**src/rtl/bru_pkg.sv**
```systemverilog
package bru_pkg;

  localparam int XLEN       = 32;
  localparam int RNID_W     = 6;
  localparam int CMT_ID_W   = 5;
  localparam int NUM_WR_BUS = 3;

  // Major opcodes handled by the branch unit
  localparam logic [6:0] OPC_BRANCH = 7'b1100011;
  localparam logic [6:0] OPC_JALR   = 7'b1100111;
  localparam logic [6:0] OPC_JAL    = 7'b1101111;

  localparam logic [2:0] F3_BEQ  = 3'b000;
  localparam logic [2:0] F3_BNE  = 3'b001;
  localparam logic [2:0] F3_BLT  = 3'b100;
  localparam logic [2:0] F3_BGE  = 3'b101;
  localparam logic [2:0] F3_BLTU = 3'b110;
  localparam logic [2:0] F3_BGEU = 3'b111;

  typedef logic [XLEN-1:0]   xlen_t;
  typedef logic [RNID_W-1:0] rnid_t;   // Tag 0 is the zero register

  typedef enum logic [2:0] {
    OP_EQ, OP_NE, OP_LT, OP_GE, OP_LTU, OP_GEU, OP_JUMP
  } op_t;

  typedef enum logic [1:0] {
    IMM_SB, IMM_UJ, IMM_I
  } imm_t;

  // --------------------------------------------------------------------------
  // Instruction word views
  // --------------------------------------------------------------------------
  typedef struct packed {
    logic       imm12;
    logic [5:0] imm10_5;
    logic [4:0] rs2;
    logic [4:0] rs1;
    logic [2:0] funct3;
    logic [3:0] imm4_1;
    logic       imm11;
    logic [6:0] opcode;
  } b_fmt_t;

  typedef struct packed {
    logic       imm20;
    logic [9:0] imm10_1;
    logic       imm11;
    logic [7:0] imm19_12;
    logic [4:0] rd;
    logic [6:0] opcode;
  } j_fmt_t;

  typedef struct packed {
    logic [11:0] imm12;
    logic [4:0]  rs1;
    logic [2:0]  funct3;
    logic [4:0]  rd;
    logic [6:0]  opcode;
  } i_fmt_t;

  typedef union packed {
    b_fmt_t b_fmt;
    j_fmt_t j_fmt;
    i_fmt_t i_fmt;
  } inst_u;

  // --------------------------------------------------------------------------
  // Port bundles
  // --------------------------------------------------------------------------
  typedef struct packed {
    op_t  op;
    imm_t imm;
    logic is_cond;
    logic wr_rd;
  } pipe_ctrl_t;

  typedef struct packed {
    logic  valid;
    rnid_t tag;
  } src_t;

  typedef struct packed {
    logic                valid;
    inst_u               inst;
    xlen_t               pc;
    src_t                src1;
    src_t                src2;
    rnid_t               rd_tag;
    logic [CMT_ID_W-1:0] cmt_id;
    logic                btb_valid;
    logic                pred_taken;
    xlen_t               pred_target;
  } issue_t;

  typedef struct packed {
    src_t src1;
    src_t src2;
  } rd_req_t;

  typedef struct packed {
    logic  valid;
    rnid_t tag;
    xlen_t data;
  } phy_wr_t;

  typedef struct packed {
    logic  valid;
    logic  is_cond;
    logic  taken;
    logic  mispredict;
    xlen_t pc;
    xlen_t target;
  } br_upd_t;

  typedef struct packed {
    logic                valid;
    logic [CMT_ID_W-1:0] cmt_id;
  } done_t;

endpackage
```
**src/rtl/bru_pipe.sv**
```systemverilog
`timescale 1ns/100ps

module bru_pipe import bru_pkg::*; (
  input  logic    i_clk,
  input  logic    i_reset_n,
  input  issue_t  i_issue,
  output rd_req_t o_rd_req,
  input  xlen_t   i_rd_data1,
  input  xlen_t   i_rd_data2,
  input  phy_wr_t i_wr_bus [NUM_WR_BUS],
  output phy_wr_t o_link_wr,
  output br_upd_t o_br_upd,
  output done_t   o_done
);

  pipe_ctrl_t w_ex0_ctrl;

  issue_t     r_ex1_issue;
  pipe_ctrl_t r_ex1_ctrl;
  logic       w_ex1_hit1;
  logic       w_ex1_hit2;
  xlen_t      w_ex1_fwd1;
  xlen_t      w_ex1_fwd2;

  issue_t     r_ex2_issue;
  pipe_ctrl_t r_ex2_ctrl;
  xlen_t      r_ex2_rs1;
  xlen_t      r_ex2_rs2;
  logic       w_ex2_hit1;
  logic       w_ex2_hit2;
  xlen_t      w_ex2_fwd1;
  xlen_t      w_ex2_fwd2;
  xlen_t      w_ex2_rs1;
  xlen_t      w_ex2_rs2;
  xlen_t      w_ex2_target;

  // --------------------------------------------------------------------------
  // ex0 decode
  // --------------------------------------------------------------------------
  bru_decode u_decode (
    .i_inst (i_issue.inst),
    .o_ctrl (w_ex0_ctrl)
  );

  always_ff @(posedge i_clk or negedge i_reset_n) begin
    if (!i_reset_n) begin
      r_ex1_issue <= '0;
      r_ex1_ctrl  <= '0;
      r_ex2_issue <= '0;
      r_ex2_ctrl  <= '0;
    end else begin
      r_ex1_issue <= i_issue;
      r_ex1_ctrl  <= w_ex0_ctrl;
      r_ex2_issue <= r_ex1_issue;
      r_ex2_ctrl  <= r_ex1_ctrl;
    end
  end

  // --------------------------------------------------------------------------
  // ex1 register read and first forwarding point
  // --------------------------------------------------------------------------
  assign o_rd_req.src1.valid = r_ex1_issue.valid & r_ex1_issue.src1.valid;
  assign o_rd_req.src1.tag   = r_ex1_issue.src1.tag;
  assign o_rd_req.src2.valid = r_ex1_issue.valid & r_ex1_issue.src2.valid;
  assign o_rd_req.src2.tag   = r_ex1_issue.src2.tag;

  bru_operand_fwd u_ex1_fwd1 (
    .i_src    (r_ex1_issue.src1),
    .i_wr_bus (i_wr_bus),
    .o_hit    (w_ex1_hit1),
    .o_data   (w_ex1_fwd1)
  );

  bru_operand_fwd u_ex1_fwd2 (
    .i_src    (r_ex1_issue.src2),
    .i_wr_bus (i_wr_bus),
    .o_hit    (w_ex1_hit2),
    .o_data   (w_ex1_fwd2)
  );

  always_ff @(posedge i_clk) begin
    r_ex2_rs1 <= w_ex1_hit1 ? w_ex1_fwd1 : i_rd_data1;
    r_ex2_rs2 <= w_ex1_hit2 ? w_ex1_fwd2 : i_rd_data2;
  end

  // --------------------------------------------------------------------------
  // ex2 second forwarding point and target
  // --------------------------------------------------------------------------
  bru_operand_fwd u_ex2_fwd1 (
    .i_src    (r_ex2_issue.src1),
    .i_wr_bus (i_wr_bus),
    .o_hit    (w_ex2_hit1),
    .o_data   (w_ex2_fwd1)
  );

  bru_operand_fwd u_ex2_fwd2 (
    .i_src    (r_ex2_issue.src2),
    .i_wr_bus (i_wr_bus),
    .o_hit    (w_ex2_hit2),
    .o_data   (w_ex2_fwd2)
  );

  assign w_ex2_rs1 = w_ex2_hit1 ? w_ex2_fwd1 : r_ex2_rs1;   // Newer result wins
  assign w_ex2_rs2 = w_ex2_hit2 ? w_ex2_fwd2 : r_ex2_rs2;

  bru_target u_target (
    .i_inst   (r_ex2_issue.inst),
    .i_imm    (r_ex2_ctrl.imm),
    .i_pc     (r_ex2_issue.pc),
    .i_rs1    (w_ex2_rs1),
    .o_target (w_ex2_target)
  );

  bru_resolve u_resolve (
    .i_clk     (i_clk),
    .i_reset_n (i_reset_n),
    .i_issue   (r_ex2_issue),
    .i_ctrl    (r_ex2_ctrl),
    .i_rs1     (w_ex2_rs1),
    .i_rs2     (w_ex2_rs2),
    .i_target  (w_ex2_target),
    .o_link_wr (o_link_wr),
    .o_br_upd  (o_br_upd),
    .o_done    (o_done)
  );

endmodule

```
**src/rtl/bru_resolve.sv**
```systemverilog
`timescale 1ns/100ps

module bru_resolve import bru_pkg::*; (
  input  logic       i_clk,
  input  logic       i_reset_n,
  input  issue_t     i_issue,
  input  pipe_ctrl_t i_ctrl,
  input  xlen_t      i_rs1,
  input  xlen_t      i_rs2,
  input  xlen_t      i_target,
  output phy_wr_t    o_link_wr,
  output br_upd_t    o_br_upd,
  output done_t      o_done
);

  logic       w_taken;
  issue_t     r_issue;
  pipe_ctrl_t r_ctrl;
  logic       r_taken;
  xlen_t      r_target;
  xlen_t      w_next_pc;
  logic       w_pred_hit;

  always_comb begin
    case (i_ctrl.op)
      OP_EQ:   w_taken = i_rs1 == i_rs2;
      OP_NE:   w_taken = i_rs1 != i_rs2;
      OP_LT:   w_taken = $signed(i_rs1) <  $signed(i_rs2);
      OP_GE:   w_taken = $signed(i_rs1) >= $signed(i_rs2);
      OP_LTU:  w_taken = i_rs1 <  i_rs2;
      OP_GEU:  w_taken = i_rs1 >= i_rs2;
      default: w_taken = 1'b1;   // JAL / JALR
    endcase
  end

  // --------------------------------------------------------------------------
  // ex3 register
  // --------------------------------------------------------------------------
  always_ff @(posedge i_clk or negedge i_reset_n) begin
    if (!i_reset_n) begin
      r_issue <= '0;
      r_ctrl  <= '0;
    end else begin
      r_issue <= i_issue;
      r_ctrl  <= i_ctrl;
    end
  end

  always_ff @(posedge i_clk) begin
    r_taken  <= w_taken;
    r_target <= i_target;
  end

  assign w_next_pc = r_issue.pc + XLEN'(4);

  // BTB guess was right: both not taken, or both taken to the same place
  assign w_pred_hit = (~r_taken & ~r_issue.pred_taken) |
                      (r_taken & r_issue.pred_taken & (r_target == r_issue.pred_target));

  assign o_br_upd.valid      = r_issue.valid;
  assign o_br_upd.is_cond    = r_ctrl.is_cond;
  assign o_br_upd.taken      = r_taken;
  assign o_br_upd.mispredict = r_issue.btb_valid ? ~w_pred_hit : r_taken;
  assign o_br_upd.pc         = r_issue.pc;
  assign o_br_upd.target     = r_taken ? r_target : w_next_pc;

  assign o_link_wr.valid = r_issue.valid & r_ctrl.wr_rd & (r_issue.inst.j_fmt.rd != '0);
  assign o_link_wr.tag   = r_issue.rd_tag;
  assign o_link_wr.data  = w_next_pc;

  assign o_done.valid  = r_issue.valid;
  assign o_done.cmt_id = r_issue.cmt_id;

endmodule

```
**src/rtl/bru_target.sv**
```systemverilog
`timescale 1ns/100ps

module bru_target import bru_pkg::*; (
  input  inst_u i_inst,
  input  imm_t  i_imm,
  input  xlen_t i_pc,
  input  xlen_t i_rs1,
  output xlen_t o_target
);

  xlen_t w_off_sb;
  xlen_t w_off_uj;
  xlen_t w_off_i;
  xlen_t w_jalr_sum;

  assign w_off_sb = {{(XLEN-13){i_inst.b_fmt.imm12}},
                     i_inst.b_fmt.imm12,
                     i_inst.b_fmt.imm11,
                     i_inst.b_fmt.imm10_5,
                     i_inst.b_fmt.imm4_1,
                     1'b0};

  assign w_off_uj = {{(XLEN-21){i_inst.j_fmt.imm20}},
                     i_inst.j_fmt.imm20,
                     i_inst.j_fmt.imm19_12,
                     i_inst.j_fmt.imm11,
                     i_inst.j_fmt.imm10_1,
                     1'b0};

  assign w_off_i = {{(XLEN-12){i_inst.i_fmt.imm12[11]}}, i_inst.i_fmt.imm12};

  assign w_jalr_sum = i_rs1 + w_off_i;

  always_comb begin
    case (i_imm)
      IMM_SB:  o_target = i_pc + w_off_sb;
      IMM_UJ:  o_target = i_pc + w_off_uj;
      IMM_I:   o_target = {w_jalr_sum[XLEN-1:1], 1'b0};   // JALR drops bit 0
      default: o_target = i_pc;
    endcase
  end

endmodule

```
**src/rtl/bru_operand_fwd.sv**
```systemverilog
`timescale 1ns/100ps

module bru_operand_fwd import bru_pkg::*; (
  input  src_t    i_src,
  input  phy_wr_t i_wr_bus [NUM_WR_BUS],
  output logic    o_hit,
  output xlen_t   o_data
);

  logic [NUM_WR_BUS-1:0] w_hit_vec;

  always_comb begin
    for (int i = 0; i < NUM_WR_BUS; i++) begin
      w_hit_vec[i] = i_src.valid & i_wr_bus[i].valid &
                     (i_src.tag == i_wr_bus[i].tag) &
                     (i_src.tag != '0);   // x0 never forwards
    end
  end

  // At most one bus carries a given tag, so OR of masked data is a one-hot mux
  always_comb begin
    o_data = '0;
    for (int i = 0; i < NUM_WR_BUS; i++) begin
      o_data = o_data | ({XLEN{w_hit_vec[i]}} & i_wr_bus[i].data);
    end
  end

  assign o_hit = |w_hit_vec;

endmodule

```
**src/rtl/bru_decode.sv**
```systemverilog
`timescale 1ns/100ps

module bru_decode import bru_pkg::*; (
  input  inst_u      i_inst,
  output pipe_ctrl_t o_ctrl
);

  always_comb begin
    o_ctrl.op      = OP_EQ;
    o_ctrl.imm     = IMM_SB;
    o_ctrl.is_cond = 1'b0;
    o_ctrl.wr_rd   = 1'b0;

    case (i_inst.b_fmt.opcode)
      OPC_JAL: begin
        o_ctrl.op    = OP_JUMP;
        o_ctrl.imm   = IMM_UJ;
        o_ctrl.wr_rd = 1'b1;
      end
      OPC_JALR: begin
        o_ctrl.op    = OP_JUMP;
        o_ctrl.imm   = IMM_I;
        o_ctrl.wr_rd = 1'b1;
      end
      OPC_BRANCH: begin
        o_ctrl.imm     = IMM_SB;
        o_ctrl.is_cond = 1'b1;
        case (i_inst.b_fmt.funct3)
          F3_BEQ:  o_ctrl.op = OP_EQ;
          F3_BNE:  o_ctrl.op = OP_NE;
          F3_BLT:  o_ctrl.op = OP_LT;
          F3_BGE:  o_ctrl.op = OP_GE;
          F3_BLTU: o_ctrl.op = OP_LTU;
          F3_BGEU: o_ctrl.op = OP_GEU;
          default: o_ctrl.is_cond = 1'b0;   // Reserved funct3
        endcase
      end
      default: begin
      end
    endcase
  end

endmodule

```
**config.mk**
```make
export PLATFORM = sky130hd
export DESIGN_NAME = bru_pipe
export DESIGN_NICKNAME = d
export VERILOG_FILES = /design/src/rtl/bru_pkg.sv /design/src/rtl/bru_pipe.sv /design/src/rtl/bru_resolve.sv /design/src/rtl/bru_target.sv /design/src/rtl/bru_operand_fwd.sv /design/src/rtl/bru_decode.sv
export SDC_FILE = /design/constraint.sdc
export NUM_CORES = 1
export LEC_CHECK = 0
export ABC_AREA = 0
export BUFFER_PORTS_ARGS = -buffer_cell sky130_fd_sc_hd__buf_2
export CAP_MARGIN = 10
export CORE_MARGIN = 4
export CORE_UTILIZATION = 50
export CTS_CLUSTER_SIZE = 40
export DETAILED_ROUTE_END_ITERATION = 6
export GPL_TIMING_DRIVEN = 1
export PLACE_DENSITY_LB_ADDON = 0.05
export RECOVER_POWER = 50
export SYNTH_ARGS = -nofsm -noshare
export SYNTH_HDL_FRONTEND = slang
export SYNTH_SLANG_ARGS = --single-unit
```
**constraint.sdc**
```tcl
create_clock -name i_clk -period 4.6 [get_ports i_clk]
set_input_delay 0.92 -clock i_clk [delete_from_list [all_inputs] [get_ports i_clk]]
set_output_delay 0.92 -clock i_clk [all_outputs]
set_load 0.02 [all_outputs]
```
==> flow_summary.json <==
{
  "status": "complete, but fails checks",
  "fin_area_sq_um": 26500,
  "syn_area_per_cell_sq_um": 10.8,
  "worstPathRequired_ns": 5.09,
  "cp.arrival_ns": 5.19,
  "ys.flop_type": "dfrtp_1",
  "first_pass_iters": 7,
  "io_buffers": 433,
  "grt_max_degree": 133,
  "setup_violations": 1,
  "yosysSeqAreaShare": 0.506,
  "synth_top_family_by_area": "compound AO/OA/AOI/OAI gates",
  "synth_compound_area_frac": 0.184,
  "power_density_nw_per_um2": 367,
  "hp-class": "reg -> reg",
  "io_pins": 434,
  "async_reset_ff_frac": 0.774,
  "place_area_sq_um": 24100,
  "gp_congestion": 0.949,
  "period_minus_slack_ns": 4.69,
  "initial_utilization": 0.509,
  "cts-root-buf": "clkbuf_16",
  "clk_latency_ns": 0.57,
  "grt.overflow.total": 0,
  "nets": 2831,
  "synth_cell_type_count": 68,
  "synth-simple-area-share": 0.104,
  "routed_wl_mm": 64.8,
  "antenna_found_initial": 0,
  "ys_warn_count": 0,
  "drv_cap": 1,
  "path_clk_slew_ns": 0.07,
  "grt_pass1_vias": 17300,
  "end_kind": "register",
  "synth_edf_count": 0,
  "synth_nets": 2276,
  "cp_slowest_stage_delay_ns": 0.55,
  "netlist_area_sq_um": 20300,
  "drv_slew": 78,
  "die_w_microns": 209,
  "cts_tree": "built",
  "peakVddDrop_mv": 0.316,
  "ant_nets": 0,
  "viasPerCell": 5.72,
  "wl_per_cell_microns": 21.7,
  "p_clk_frac": 0.387,
  "cts_made_buffers": 44,
  "diodes": 0,
  "clock_skew_ns": 0.0280,
  "numClockSinks": 430,
  "cpMostUsedCell": "o21a_1",
  "htreeDepth": 2,
  "relSlewSlack": -1.35,
  "synthMuxAreaShare": 0.0241,
  "cp_cell_sequence": "or4_4, o31ai_4, buf_4, nor3_4, buf_12, buf_4, a222oi_1, nand2_1, o21a_1, buf_4, ha_4, nor2b_1, o21a_1, o21a_1, o21a_1, o21a_1, o21a_1, o21a_1, or2_4, mux2_4, a32oi_1",
  "tightest_slew_ns": 3.53,
  "syn_inst": 1874,
  "switchingPower_uw": 2630,
  "drtIter0Drc": 1851,
  "grt_use_total": 0.279,
  "power_frac_seq": 0.433,
  "rsz0062_at_grt": "yes",
  "switching_share": 0.271,
  "setup_ws_ns": -0.0946,
  "drcViolationCount": 97,
  "path_class": "reg -> reg",
  "p_int_uw": 7090,
  "coreArea_sq_um": 39900,
  "die-height_microns": 209,
  "via_count": 17100,
  "grt_pass1_wl_mm": 96.8,
  "postSynthRegisterBits": 430,
  "synth_xor_area_frac": 0.0772,
  "crit_fanout": 7,
  "synthAdderAreaFrac": 0.0593,
  "startpoint_type": "register",
  "die_area_sq_um": 43900,
  "p_comb_frac": 0.180,
  "max-clock-path-buffers": 3,
  "area_delta_synth_final_pct": 30.4,
  "slowest_stage": "or4_4",
  "place_hpwl_mm": 48.9,
  "p_leak_uw": 0.0120,
  "timing.final.crit_share": 1.02,
  "hold_violations": 0,
  "violations": "DRC, capacitance limit, slew limit, setup timing",
  "hold_ws_ns": 0.334,
  "max_freq_mhz": 213,
  "final_layout_size_suffix_gt1_frac": 0.349,
  "ff2ff_setup_slack_ns": -0.09,
  "rows": 73
}
==> cell usage after synthesis (all sizes together), types with 17 or more instances <==
master / n / area [sq um]
dfrtp: 333 / 8330
xnor2: 157 / 1380
nand2: 129 / 484
nor2: 121 / 454
a21oi: 102 / 514
dfxtp: 97 / 1940
ha: 93 / 1160
clkbuf: 85 / 319
a222oi: 83 / 831
buf: 66 / 478
o21ai: 50 / 250
a21o: 42 / 315
nand3: 40 / 200
mux2: 39 / 439
nand4: 37 / 231
a31oi: 35 / 219
a21boi: 33 / 248
nor3: 31 / 165
a221o: 27 / 270
inv: 27 / 101
a22o: 25 / 219
a22oi: 25 / 188
xor2: 22 / 193
o21a: 17 / 128
==> final cells by class <==
class,instances,area [sq um]
Tap cell,525,657
Fill cell,3174,13400
Inverter,28,105
Clock buffer,58,1250
Multi-Input combinational cell,1265,9760
Clock inverter,24,317
Sequential cell,430,10300
Timing Repair Buffer,660,4110
==> worst max-delay path, delay by kind of cell, from the launching register on <==
| family | cells | cell delay, ns |
|---|---|---|
| AO/OA/AOI/OAI | 10 | 1.94 |
| adder cells (fa/ha/maj) | 1 | 0.23 |
| buffers and inverters | 4 | 0.64 |
| flip-flops | 1 | 0.38 |
| multiplexers | 1 | 0.30 |
| AND/OR/NAND/NOR | 5 | 1.10 |
==> stage by stage <==
step | setup slack [ns] | TNS [ns] | util | instances | total power (uW)
finish | -0.0946 | -0.0946 | 0.663 | 2990 | 9720
global route | -0.203 | -10.62 | 0.663 | 2990 | 10100
CTS | -0.0169 | -0.0274 | 0.644 | 2964 | 9700
detailed placement | -0.279 | -2.03 | 0.603 | 2878 | 5900
global placement | -0.228 | -1.13 | 0.603 | 2878 | 5880
floorplan | 0.000442 | 0 | - | 1874 | 5140
==> power groups by stage <==
stage	clock network (uW)	registers [uW]	logic, uW
2_1_floorplan	0	4180	963
3_3_place_gp	0	4280	1600
3_5_place_dp	0	4280	1630
4_1_cts	3840	4210	1650
5_1_grt	4000	4230	1900
6_report	3760	4210	1740
==> cells by family (layout without fill, tap and decap cells) <==
family,Yosys count,count (layout)
AO/OA/AOI/OAI,505,505
AND/OR/NAND/NOR,442,442
adder cells (fa/ha/maj),95,95
buffers and inverters,179,770
multiplexers,44,44
flip-flops,430,430
XOR/XNOR,179,179
==> metal layers <==
| layer | GRT usage | vias to the layer above | part of all wire |
|---|---|---|---|
| li1 | - | 7965 | - |
| met1 | 0.361 | 8307 | 0.40 |
| met2 | 0.489 | 681 | 0.51 |
| met3 | 0.0425 | 145 | 0.061 |
| met4 | 0.0808 | 0 | 0.030 |
| met5 | 0 | - | 0 |
==> flip-flops by register name, indices dropped and copies added (netlist names) <==
name / flops
u_resolve.o_done: 5
r_ex2_rs1: 32
r_ex2_ctrl: 7
u_resolve.o_br_upd: 34
r_ex2_issue: 117
u_resolve.r_taken: 1
u_resolve.r_target: 32
u_resolve.r_ctrl: 1
r_ex1_ctrl: 7
r_ex1_issue: 105
r_ex2_rs2: 32
u_resolve.o_link_wr: 6
o_rd_req: 12
u_resolve.r_issue: 39
==> worst paths after layout <==
path | startpoint | end | cells past startpoint
hold / removal | r_ex1_issue[31] | r_ex2_issue[31] | 0
setup / recovery | r_ex2_issue[55] | u_resolve.r_taken | 21
min in group asynchronous | i_reset_n | r_ex1_issue[85] | 1
max in group asynchronous | i_reset_n | u_resolve.r_issue[5] | 2
hold reg to reg | r_ex1_issue[31] | r_ex2_issue[31] | 0
setup reg to reg | r_ex2_issue[55] | u_resolve.r_taken | 21
==> layout by cell type, fill, tap and decap left out, types with 27 or more instances in the layout <==
master     synthesis  routed
a21boi_0          33      30
a21o_1            42      42
a21oi_1          101      78
a221o_1           27      27
a222oi_1          83      83
a31oi_1           35      33
buf_2              1     419
buf_4             61     200
clkbuf_16          0      51
dfrtp_1          333     333
dfxtp_1           97      96
ha_1              93      80
inv_1             27      27
mux2_2            39      38
nand2_1          129     126
nand3_1           40      36
nand4_1           37      37
nor2_1           121     113
o21ai_0           48      40
xnor2_1          157     157
==> what timing repair did <==
item,in CTS,in global routing
pin swaps,7,62
setup endpoints to repair,16,18
hold buffers,0,0
gates resized for setup,15,100
buffers inserted,4,20
endpoints found under the hold margin,0,0
gates cloned,0,6
Note: power is estimated with default switching activity, not from simulation.
